**src/source/ddr_bus_pkg.sv**
```systemverilog
package ddr_bus_pkg;

  // ==================================================
  // ddr side widths
  // ==================================================

  localparam int awidth = 32;
  localparam int lwidth = 16;

  // log2 of bytes per beat
  localparam int lsb = 3;

  // beat address on the ddr bus
  typedef logic [awidth-1:0] beat_addr_t;

  // byte address, beat address shifted by lsb
  typedef logic [awidth+lsb-1:0] byte_addr_t;

  // length in words or beats
  typedef logic [lwidth-1:0] len_t;

  // ==================================================
  // request modes
  // ==================================================

  localparam logic ddr_read  = 1'b0;
  localparam logic ddr_write = 1'b1;

endpackage

```
**src/source/buf_word_pkg.sv**
```systemverilog
package buf_word_pkg;

  // ==================================================
  // core word and beat geometry
  // ==================================================

  localparam int dwidth  = 16;
  localparam int rate    = 4;
  localparam int ratelog = 2;
  localparam int bwidth  = dwidth * rate;
  localparam int awidth  = 16;

  // signed core word
  typedef logic signed [dwidth-1:0] word_t;

  // word address on the core side
  typedef logic [awidth-1:0] word_addr_t;

  // ==================================================
  // beat views
  // ==================================================

  // raw for the ddr side and the buffers, lane for the core side
  // lane 0 is the lowest word address
  typedef union packed {
    logic [bwidth-1:0]  raw;
    word_t [rate-1:0]   lane;
  } beat_t;

endpackage

```
**src/source/buf_ram.sv**
```systemverilog
`timescale 1ns/10ps

module buf_ram #(
  parameter int buf_log = 4
) (
  input  logic                clk,
  input  logic                we,
  input  logic [buf_log-1:0]  addr,
  input  buf_word_pkg::beat_t wdata,
  output buf_word_pkg::beat_t rdata
);

  localparam int depth = 2 ** buf_log;

  buf_word_pkg::beat_t mem [0:depth-1];

  // single port, read data registered
  always_ff @(posedge clk) begin
    if (we)
      mem[addr] <= wdata;
    rdata <= mem[addr];
  end

endmodule

```
**src/source/prefetch_unit.sv**
```systemverilog
`timescale 1ns/10ps

module prefetch_unit #(
  parameter int buf_log   = 4,
  parameter int burst_max = 16
) (
  input  logic                     clk,
  input  logic                     xrst,
  input  logic                     pre_req,
  input  ddr_bus_pkg::beat_addr_t  pre_base,
  input  ddr_bus_pkg::len_t        read_len,
  input  logic                     ddr_we,
  input  ddr_bus_pkg::beat_addr_t  ddr_waddr,
  input  buf_word_pkg::beat_t      ddr_wdata,
  input  logic                     mem_we,
  input  buf_word_pkg::word_addr_t mem_addr,
  output logic                     pre_ack,
  output logic                     rd_start,
  output ddr_bus_pkg::byte_addr_t  rd_base,
  output ddr_bus_pkg::len_t        rd_beats,
  output buf_word_pkg::word_t      mem_rdata
);

  localparam logic s_idle = 1'b0;
  localparam logic s_fill = 1'b1;

  logic                             state;
  logic                             pre_req_d;
  logic                             start;
  logic                             fill_end;
  ddr_bus_pkg::beat_addr_t          base_q;
  ddr_bus_pkg::len_t                beats_q;
  ddr_bus_pkg::len_t                beats_in;
  ddr_bus_pkg::len_t                count;
  ddr_bus_pkg::beat_addr_t          word_beat;
  ddr_bus_pkg::beat_addr_t          offset;
  logic                             ram_we;
  logic [buf_log-1:0]               ram_addr;
  buf_word_pkg::beat_t              ram_rdata;
  logic [buf_word_pkg::ratelog-1:0] lane_q;

  // ==================================================
  // command and fill control
  // ==================================================

  // zero length read leaves the prefetcher idle
  assign start    = pre_req && !pre_req_d && state == s_idle && read_len != '0;
  assign fill_end = state == s_fill && ddr_we && count == beats_q - 1'b1;
  assign pre_ack  = state == s_idle;

  // words rounded up to beats and capped at one burst
  always_comb begin
    beats_in = (read_len >> buf_word_pkg::ratelog)
             + ddr_bus_pkg::len_t'(|read_len[buf_word_pkg::ratelog-1:0]);
    if (beats_in > ddr_bus_pkg::len_t'(burst_max))
      beats_in = ddr_bus_pkg::len_t'(burst_max);
  end

  always_ff @(posedge clk) begin
    if (!xrst) begin
      state     <= s_idle;
      pre_req_d <= 1'b0;
      rd_start  <= 1'b0;
      count     <= '0;
    end else begin
      pre_req_d <= pre_req;
      rd_start  <= start;
      case (state)
        s_idle:
          if (start) begin
            state <= s_fill;
            count <= '0;
          end
        s_fill:
          if (fill_end)
            state <= s_idle;
          else if (ddr_we)
            count <= count + 1'b1;
      endcase
    end
  end

  always_ff @(posedge clk) begin
    if (start) begin
      base_q  <= pre_base;
      beats_q <= beats_in;
    end
  end

  assign rd_base  = ddr_bus_pkg::byte_addr_t'(base_q) << ddr_bus_pkg::lsb;
  assign rd_beats = beats_q;

  // ==================================================
  // prefetch buffer
  // ==================================================

  assign word_beat = ddr_bus_pkg::beat_addr_t'(mem_addr >> buf_word_pkg::ratelog);
  assign offset    = (state == s_fill) ? ddr_waddr - base_q : word_beat - base_q;
  assign ram_addr  = offset[buf_log-1:0];
  assign ram_we    = state == s_fill && ddr_we;

  buf_ram #(
    .buf_log (buf_log)
  ) pre_ram (
    .clk   (clk),
    .we    (ram_we),
    .addr  (ram_addr),
    .wdata (ddr_wdata),
    .rdata (ram_rdata)
  );

  // lane follows the read address by one cycle
  always_ff @(posedge clk) begin
    if (!xrst)
      lane_q <= '0;
    else if (!mem_we)
      lane_q <= mem_addr[buf_word_pkg::ratelog-1:0];
  end

  assign mem_rdata = ram_rdata.lane[lane_q];

endmodule

```
**src/source/post_unit.sv**
```systemverilog
`timescale 1ns/10ps

module post_unit #(
  parameter int buf_log   = 4,
  parameter int burst_max = 16
) (
  input  logic                     clk,
  input  logic                     xrst,
  input  logic                     pre_req,
  input  ddr_bus_pkg::len_t        write_len,
  input  logic                     mem_we,
  input  buf_word_pkg::word_addr_t mem_addr,
  input  buf_word_pkg::word_t      mem_wdata,
  input  ddr_bus_pkg::beat_addr_t  ddr_raddr,
  output logic                     wr_start,
  output ddr_bus_pkg::byte_addr_t  wr_base,
  output ddr_bus_pkg::len_t        wr_beats,
  output buf_word_pkg::beat_t      ddr_rdata
);

  logic                             pre_req_d;
  logic                             pre_edge;
  logic                             active;
  logic                             first;
  logic                             take;
  logic                             last_word;
  logic                             beat_done;
  ddr_bus_pkg::len_t                len_q;
  ddr_bus_pkg::len_t                beats_q;
  ddr_bus_pkg::len_t                beats_in;
  ddr_bus_pkg::len_t                word_cnt;
  ddr_bus_pkg::beat_addr_t          base_q;
  ddr_bus_pkg::beat_addr_t          base_now;
  ddr_bus_pkg::beat_addr_t          word_beat;
  ddr_bus_pkg::beat_addr_t          offset;
  ddr_bus_pkg::beat_addr_t          drain_off;
  logic [buf_word_pkg::ratelog-1:0] lane;
  buf_word_pkg::beat_t              pack_q;
  buf_word_pkg::beat_t              pack_next;
  logic                             ram_we_q;
  logic [buf_log-1:0]               ram_waddr_q;
  logic [buf_log-1:0]               ram_addr;

  // ==================================================
  // word sequence
  // ==================================================

  assign pre_edge  = pre_req && !pre_req_d;
  assign take      = active && mem_we && !pre_edge;
  assign last_word = word_cnt == len_q - 1'b1;
  assign lane      = mem_addr[buf_word_pkg::ratelog-1:0];
  assign beat_done = lane == buf_word_pkg::ratelog'(buf_word_pkg::rate - 1) || last_word;

  always_comb begin
    beats_in = (write_len >> buf_word_pkg::ratelog)
             + ddr_bus_pkg::len_t'(|write_len[buf_word_pkg::ratelog-1:0]);
    if (beats_in > ddr_bus_pkg::len_t'(burst_max))
      beats_in = ddr_bus_pkg::len_t'(burst_max);
  end

  always_ff @(posedge clk) begin
    if (!xrst) begin
      pre_req_d <= 1'b0;
      active    <= 1'b0;
      first     <= 1'b0;
      word_cnt  <= '0;
      ram_we_q  <= 1'b0;
      wr_start  <= 1'b0;
    end else begin
      pre_req_d <= pre_req;
      ram_we_q  <= take && beat_done;
      wr_start  <= take && last_word;
      if (pre_edge) begin
        active   <= write_len != '0;
        first    <= 1'b1;
        word_cnt <= '0;
      end else if (take) begin
        first    <= 1'b0;
        word_cnt <= word_cnt + 1'b1;
        if (last_word)
          active <= 1'b0;
      end
    end
  end

  // ==================================================
  // packing
  // ==================================================

  // first write of a sequence fixes the post base
  assign word_beat = ddr_bus_pkg::beat_addr_t'(mem_addr >> buf_word_pkg::ratelog);
  assign base_now  = first ? word_beat : base_q;
  assign offset    = word_beat - base_now;

  // lane 0 starts a fresh beat, unwritten lanes stay zero
  always_comb begin
    pack_next = pack_q;
    if (lane == '0)
      pack_next.raw = '0;
    pack_next.lane[lane] = mem_wdata;
  end

  always_ff @(posedge clk) begin
    if (pre_edge) begin
      len_q   <= write_len;
      beats_q <= beats_in;
    end
    if (take) begin
      base_q      <= base_now;
      pack_q      <= pack_next;
      ram_waddr_q <= offset[buf_log-1:0];
    end
  end

  assign wr_base  = ddr_bus_pkg::byte_addr_t'(base_q) << ddr_bus_pkg::lsb;
  assign wr_beats = beats_q;

  // ==================================================
  // post buffer
  // ==================================================

  // drain reads relative to the post base
  assign drain_off = ddr_raddr - base_q;
  assign ram_addr  = ram_we_q ? ram_waddr_q : drain_off[buf_log-1:0];

  buf_ram #(
    .buf_log (buf_log)
  ) post_ram (
    .clk   (clk),
    .we    (ram_we_q),
    .addr  (ram_addr),
    .wdata (pack_q),
    .rdata (ddr_rdata)
  );

endmodule

```
**src/source/ddr_port.sv**
```systemverilog
`timescale 1ns/10ps

module ddr_port (
  input  logic                    clk,
  input  logic                    xrst,
  input  logic                    rd_start,
  input  ddr_bus_pkg::byte_addr_t rd_base,
  input  ddr_bus_pkg::len_t       rd_beats,
  input  logic                    wr_start,
  input  ddr_bus_pkg::byte_addr_t wr_base,
  input  ddr_bus_pkg::len_t       wr_beats,
  output logic                    ddr_req,
  output logic                    ddr_mode,
  output ddr_bus_pkg::byte_addr_t ddr_base,
  output ddr_bus_pkg::len_t       ddr_len
);

  logic rd_pend;
  logic wr_pend;
  logic rd_want;
  logic wr_want;
  logic issue_rd;
  logic issue_wr;

  // base and length stay held by the units, so a flag is enough to wait
  assign rd_want = rd_start || rd_pend;
  assign wr_want = wr_start || wr_pend;

  // reads first, and never two strobes back to back
  assign issue_rd = !ddr_req && rd_want;
  assign issue_wr = !ddr_req && !rd_want && wr_want;

  always_ff @(posedge clk) begin
    if (!xrst) begin
      ddr_req <= 1'b0;
      rd_pend <= 1'b0;
      wr_pend <= 1'b0;
    end else begin
      ddr_req <= issue_rd || issue_wr;
      rd_pend <= rd_want && !issue_rd;
      wr_pend <= wr_want && !issue_wr;
    end
  end

  always_ff @(posedge clk) begin
    if (issue_rd) begin
      ddr_mode <= ddr_bus_pkg::ddr_read;
      ddr_base <= rd_base;
      ddr_len  <= rd_beats;
    end else if (issue_wr) begin
      ddr_mode <= ddr_bus_pkg::ddr_write;
      ddr_base <= wr_base;
      ddr_len  <= wr_beats;
    end
  end

endmodule

```
**src/source/ninjin_ddr_buf.sv**
```systemverilog
`timescale 1ns/10ps

module ninjin_ddr_buf #(
  parameter int buf_log   = 4,
  parameter int burst_max = 16
) (
  input  logic                     clk,
  input  logic                     xrst,
  // core side
  input  logic                     pre_req,
  input  ddr_bus_pkg::beat_addr_t  pre_base,
  input  ddr_bus_pkg::len_t        read_len,
  input  ddr_bus_pkg::len_t        write_len,
  input  logic                     mem_we,
  input  buf_word_pkg::word_addr_t mem_addr,
  input  buf_word_pkg::word_t      mem_wdata,
  output logic                     pre_ack,
  output buf_word_pkg::word_t      mem_rdata,
  // ddr side, fed back
  input  logic                     ddr_we,
  input  ddr_bus_pkg::beat_addr_t  ddr_waddr,
  input  buf_word_pkg::beat_t      ddr_wdata,
  input  ddr_bus_pkg::beat_addr_t  ddr_raddr,
  output logic                     ddr_req,
  output logic                     ddr_mode,
  output ddr_bus_pkg::byte_addr_t  ddr_base,
  output ddr_bus_pkg::len_t        ddr_len,
  output buf_word_pkg::beat_t      ddr_rdata
);

  logic                    rd_start;
  ddr_bus_pkg::byte_addr_t rd_base;
  ddr_bus_pkg::len_t       rd_beats;
  logic                    wr_start;
  ddr_bus_pkg::byte_addr_t wr_base;
  ddr_bus_pkg::len_t       wr_beats;

  prefetch_unit #(
    .buf_log   (buf_log),
    .burst_max (burst_max)
  ) prefetch_unit_i (
    .*
  );

  post_unit #(
    .buf_log   (buf_log),
    .burst_max (burst_max)
  ) post_unit_i (
    .*
  );

  ddr_port ddr_port_i (
    .*
  );

endmodule

```
**config.mk**
```make
export PLATFORM = sky130hd
export DESIGN_NAME = ninjin_ddr_buf
export DESIGN_NICKNAME = d
export VERILOG_FILES = /design/src/source/ddr_bus_pkg.sv /design/src/source/buf_word_pkg.sv /design/src/source/buf_ram.sv /design/src/source/prefetch_unit.sv /design/src/source/post_unit.sv /design/src/source/ddr_port.sv /design/src/source/ninjin_ddr_buf.sv
export SDC_FILE = /design/constraint.sdc
export NUM_CORES = 2
export LEC_CHECK = 0
export BUFFER_PORTS_ARGS = -buffer_cell sky130_fd_sc_hd__buf_2
export CORE_ASPECT_RATIO = 1.1
export CORE_MARGIN = 2
export CORE_UTILIZATION = 40
export DETAILED_ROUTE_END_ITERATION = 16
export PLACE_DENSITY_LB_ADDON = 0.05
export SETUP_SLACK_MARGIN = 0.1
export SYNTH_ARGS = -nofsm -noshare
export SYNTH_HDL_FRONTEND = slang
export SYNTH_SLANG_ARGS = --single-unit
```
**constraint.sdc**
```tcl
create_clock -name clk -period 11.52 [get_ports clk]
set_input_delay 0 -clock clk [delete_from_list [all_inputs] [get_ports clk]]
set_output_delay 0 -clock clk [all_outputs]
set_load 0.05 [all_outputs]
```
* Word level (Yosys, flattened, before mapping) *
Memories as Yosys holds them, arrays and structs flattened. A register that Yosys moved wholly into a read port is not among the register bits.
Cells that the tools add are included.

storage, ports and cells
  bits of input ports = 229
  bits in read-only memories = 0
  memories kept = 2
  bits in latches = 0
  memory bits (writable) = 2048
  bits in registers = 273

memories
  memory                       depth  bits a word  rd ports  clocked after memory_dff  wr ports  line           text
  post_unit_i.post_ram.mem     16     64           1         1                         1         buf_ram.sv:15  buf_word_pkg::beat_t mem [0:depth-1];
  prefetch_unit_i.pre_ram.mem  16     64           1         1                         1         buf_ram.sv:15

operators by class
  equal/unequal tests = 6
  bitwise gates (word level) = 2
  multiply operators = 0
  order comparisons = 5
  multiplexer cells = 29
  reductions and logical operators = 36
  divide/modulo/power cells = 0
  add/sub/neg operators = 10
  shift operators = 0

operators by type and width
  operator               number
  $mux 16                7
  $mux 35                2
  $bwmux 64              1
  $mux 64                1
  $add 16x1->16 const B  2
  $bmux 16 s2            1
  $demux 16 s2           1
  $eq 16x16->1           2
  $gt 16x5->1 const B    2
  $mux 32                1
  $pmux 16 s2            1
  $reduce_bool 16->1     2
  $sub 16x1->16 const B  2
  $add 14x1->15          2
  $sub 4x4->4            4
  $logic_and 1x1->1      15
  $mux 1                 11
  $mux 4                 2
  $logic_not 1->1        6
  $lt 2x3->1 const B     2
  $reduce_bool 2->1      3
  $reduce_or 2->1        3
  $logic_or 1x1->1       4
  $ne 2x2->1 const B     2
  8 further kinds        9

* Depth between registers and ports, before layout *
  depth in word-level cells = 6
  gate-level depth with buffers = 12
  gate-level depth less buffers = 10

* Hierarchy *
A second synthesis with hierarchy kept.

unflattened totals
  cells, all modules = 4245
  area, all modules = 91382.6 sq um

modules (own cells, without submodules)
  module         cells an instance  area each (sq um)  seq. area each (sq um)  instances
  buf_ram        1648               39517.9            32030.7                 2
  post_unit      483                6117.1             3813.7                  1
  prefetch_unit  345                3882.5             1831.8                  1
  ddr_port       121                2347.3             1611.5                  1

* Least setup slack after synthesis *
Ideal clock, no wire load.

  path type = reg-to-reg
  start = register prefetch_unit_i.state
  end = memory prefetch_unit_i.pre_ram.mem[3][0] (netlist bit) (enable)
  slack = 4.026 ns
  data arrival time = 6.930 ns
  cell stages (with the launch flop) = 11
  required time = 10.956 ns
  library setup time = 0.564 ns
  cells stage by stage = dfxtp_1 -> clkbuf_1 -> mux2i_1 -> ha_1 -> inv_1 -> fa_1 -> clkbuf_1 -> clkbuf_1 -> clkbuf_1 -> nand3_1 -> nor3_1

on the way
  word-level cells in the longest chain between the ends = 3
  elaborated cells between the ends (all ways) = 4

RTL lines
  item                          line                  text
  start: declaration            prefetch_unit.sv:27   logic state;
  start signal: assignment      prefetch_unit.sv:61   state <= s_idle;
  start signal: assignment      prefetch_unit.sv:71   state <= s_fill;
  start signal: assignment      prefetch_unit.sv:76   state <= s_idle;
  $logic_and 1x1->1             prefetch_unit.sv:100  assign ram_we = state == s_fill && ddr_we;
  $mux 1                        buf_ram.sv:19         if (we)
  $mux 1 (not written as such)  buf_ram.sv:20         mem[addr] <= wdata;
  end: declaration              buf_ram.sv:15

Several ways; a longest one is shown, not always the timed one.

* Final worst setup path *
  start = register prefetch_unit_i.state
  end = memory prefetch_unit_i.pre_ram.mem[6][56] (netlist bit) (enable)

The elaborated chain is that of the path after synthesis.

==> impl_metrics.csv <==
group,metric,value,unit
floorplanning,initial_core_util,40.2,%
worst_setup_path,r2r_slack,6.23,ns
clock_tree,cts_made_buffers,277,
pwr,p_int,15.8,mW
synthesis,synthCells,4146,
pwr,irDropWorstVdd,0.158,mV
worst_setup_path,cp.arrival,5.81,ns
worst_setup_path,crit_fanout,36,
run,drv_cap,0,
clock_tree,cts.clk_slew.worst_paths,0.06,ns
final_layout,drive_gt1_share,29.1,%
pwr,seq_power_share,48.4,%
worst_setup_path,worstSetupEndpointType,"flip-flop",
clock_tree,clock-sinks,2428,
sta,period_share,46.0,%
worst_hold_path,hold_path_class,"primary input to flip-flop",
clock_tree,clock_latency,0.92,ns
sta,fin_tns_setup,0,ns
pwr,switching_share,23.8,%
worst_setup_path,r2r_start,"prefetch_unit_i.state",
final_layout,final_cell_mix,"2255 x edfxtp_1, 592 x mux4_2, 302 x buf_2",
pwr,comb_power_share,10.9,%
grt,track_usage,20.0,%
sta,setup_slack,6.23,ns
grt,grt_pass1_vias,46037,
final_layout,layout_commonest_cell,"edfxtp_1",
worst_setup_path,crit_start,"prefetch_unit_i.state",
sta,min_period,5.29,ns
clock_tree,htreeDepth,5,
floorplanning,die-height,506,microns
worst_setup_path,path_class,"flip-flop to flip-flop",
synthesis,synth-edff-count,2255,
sta,slew_violations,0,
worst_setup_path,cp.required,12.04,ns
floorplanning,die-area,233000,sq um
sta,hold_violations,0,
routing,drcViolationCount,0,
sta,max_slew_margin,21.1,%
worst_setup_path,endpoint,"prefetch_unit_i.pre_ram.mem[6][56]",
pwr,pwr-share-clk,40.7,%
status,status,"complete, no violations",
synthesis,yosys_warnings,0,
synthesis,synth-main-ff-cell,"edfxtp_1",
synthesis,ys_seq_area_share,77.7,%
sta,fmaxAchievable,189,MHz
synthesis,ys_seq_elements,2428,
sta,clock_skew,0.0486,ns
worst_setup_path,r2r-end,"prefetch_unit_i.pre_ram.mem[6][56]",
final_layout,areaGrowthSynthToFinish,18.7,%
clock_tree,cts_setup_buffers,0,
floorplanning,core_area,228000,sq um
pwr,power.density,191,nW/um^2
grt,grt_pass1_wl,333000,microns
grt,grt_overflow_total,0,
final_layout,num-nets-final,5172,
synthesis,netlist_area,91600,sq um
place,dp_slack,6.06,ns
routing,wl,233000,microns
clock_tree,cts-resized-gates,0,
routing,detail_route.iter0.violations,3534,
worst_setup_path,rr_worst_depth,9,
sta,tightest_slew,1.18,ns
routing,wl_per_cell,28.4,microns
routing,vias_per_cell,5.31,
routing,drt_pre_antenna_iters,5,
pwr,p_leak,35.1,nW
synthesis,synthDistinctLibCells,73,
sta,setup_violations,0,
floorplanning,pin_count,363,
routing,num_vias,43565,
pwr,p_switching,4.94,mW
place,place_congestion,0.743,
routing,ant_nets,0,
final_layout,n_fill_cell,18876,
clock_tree,clockBufferDepth,4,
sta,hold_slack,0.0695,ns
floorplanning,rows,184,
sta,rsz0062_at_grt,"no",
place,portBuffers,302,
synthesis,synthArstFlopShare,0,%
grt,grt_max_degree,138,
worst_setup_path,startpoint_type,"flip-flop",
place,dp.final_hpwl,125000,microns
clock_tree,cts_tree,"done",
grt,antenna_found_initial,35,
clock_tree,cts-root-buf,"clkbuf_16",
floorplanning,die_w,460,microns
synthesis,avgSynthCellArea,22.1,sq um
-- metal layers --
layer	GRT usage, %	wire length (microns)	vias up
li1	-	-	18839
met1	26.4	97100	23420
met2	34.5	120000	960
met3	3.41	11000	324
met4	4.77	4590	22
met5	0	139	-
-- state kept, by name, summed over array words and instances (netlist names), 32 cells and up --
| name | flops |
|---|---|
| ddr_port_i.ddr_base | 32 |
| post_unit_i.pack_q | 64 |
| post_unit_i.post_ram.mem | 1024 |
| post_unit_i.post_ram.rdata | 64 |
| prefetch_unit_i.base_q | 32 |
| prefetch_unit_i.pre_ram.mem | 1024 |
| prefetch_unit_i.pre_ram.rdata | 64 |
-- power by group through the flow --
stage / Combinational (mW) / Sequential (mW) / Clock (mW)
final: 2.26 / 10.1 / 8.46
after global routing: 2.42 / 10.1 / 9.02
after CTS: 2.33 / 10.1 / 8.69
after detailed placement: 2.24 / 10.3 / 0
after global placement: 2.24 / 10.3 / 0
after floorplan: 1.32 / 10.3 / 0
-- timing repair --
item / 4_1_cts / 5_1_grt
endpoints found under the hold margin: 1229 / 0
hold buffers: 269 / 0
setup endpoints to repair: 0 / 0
-- synthesized netlist by cell type, types with 4 or more instances --
library cell / instances / area, sq um
a211oi_1: 69 / 518
a21o_1: 6 / 45.0
a21oi_1: 84 / 420
a21oi_2: 7 / 61.3
and2_1: 96 / 601
and3_1: 10 / 62.6
and4_1: 4 / 35.0
buf_1: 38 / 143
buf_2: 28 / 140
buf_4: 4 / 30.0
clkbuf_1: 128 / 480
dfxtp_1: 173 / 3460
edfxtp_1: 2255 / 67700
ha_1: 21 / 263
inv_1: 33 / 124
mux2_2: 31 / 349
mux2i_1: 74 / 741
mux4_2: 592 / 13300
nand2_1: 56 / 210
nand2b_1: 6 / 37.5
nand3_1: 28 / 140
nand4_1: 19 / 119
nor2_1: 69 / 259
nor2b_1: 68 / 425
nor3_1: 43 / 215
nor3b_1: 5 / 37.5
nor4_1: 16 / 100
o211ai_1: 6 / 45.0
o21a_1: 7 / 52.6
o21ai_0: 13 / 65.1
o21ai_1: 4 / 20.0
o21ai_2: 7 / 61.3
or3_1: 7 / 43.8
or3_2: 7 / 52.6
or4_1: 5 / 37.5
xnor2_1: 38 / 333
xor2_1: 29 / 254
-- worst min path at each step --
| stage | from | end | slack [ns] | cells past startpoint |
|---|---|---|---|---|
| after floorplan | mem_addr[12] | post_unit_i.base_q[10] | 0.1 | 0 |
| after global placement | mem_addr[13] | post_unit_i.base_q[11] | 0.18 | 1 |
| after detailed placement | pre_base[9] | prefetch_unit_i.base_q[9] | 0.18 | 1 |
| after CTS | ddr_wdata[55] | prefetch_unit_i.pre_ram.mem[5][55] | 0.003 | 2 |
| after global routing | ddr_wdata[47] | prefetch_unit_i.pre_ram.mem[2][47] | 0.04 | 2 |
| final | ddr_wdata[55] | prefetch_unit_i.pre_ram.mem[5][55] | 0.07 | 2 |
-- final cells by class --
| cell class | count | area [sq um] | share of cell area [%] |
|---|---|---|---|
| multi-input cells | 1505 | 19900 | 18.3 |
| clock inverters | 100 | 888 | 0.817 |
| clock buffers | 379 | 7780 | 7.15 |
| well taps | 3069 | 3840 | 3.53 |
| flip-flops and latches | 2428 | 71200 | 65.4 |
| repair buffers | 674 | 5060 | 4.66 |
| inverters | 33 | 124 | 0.114 |
| diodes | 17 | 42.5 | 0.0391 |
-- critical path, cell delays in order, from the launching register on --
cell,delay [ns]
dfxtp_1,0.70
mux2_2,0.40
ha_1,0.41
a21o_1,0.25
xor2_4,0.14
buf_4,0.63
nand3_1,0.44
nor2_4,0.49
buf_4,0.56
buf_4,0.76
-- stage by stage --
stage          power, mW  utilization (%)  instances  cell area, sq um
2_1_floorplan       11.7                -       4169             91700
3_3_place_gp        12.5             42.7       7440             97400
3_5_place_dp        12.5             42.7       7440             97400
4_1_cts             21.1             47.7       8188            109000
5_1_grt             21.5             47.7       8190            109000
6_report            20.8             47.7       8205            109000
-- cell families (layout without fill, tap and decap cells) --
family | after synthesis | after routing | share of synthesized area, %
other | 1 | 41 | 0.00409
AOI/OAI and AO/OA | 226 | 226 | 1.64
buffers and inverters | 236 | 1186 | 1.07
adders and majority gates | 24 | 24 | 0.352
and+or+nand+nor | 467 | 467 | 2.88
muxes | 697 | 697 | 15.7
xor gates and xnor gates | 67 | 67 | 0.640
DFF | 2428 | 2428 | 77.7
Note: power is estimated with default switching activity, not from simulation.
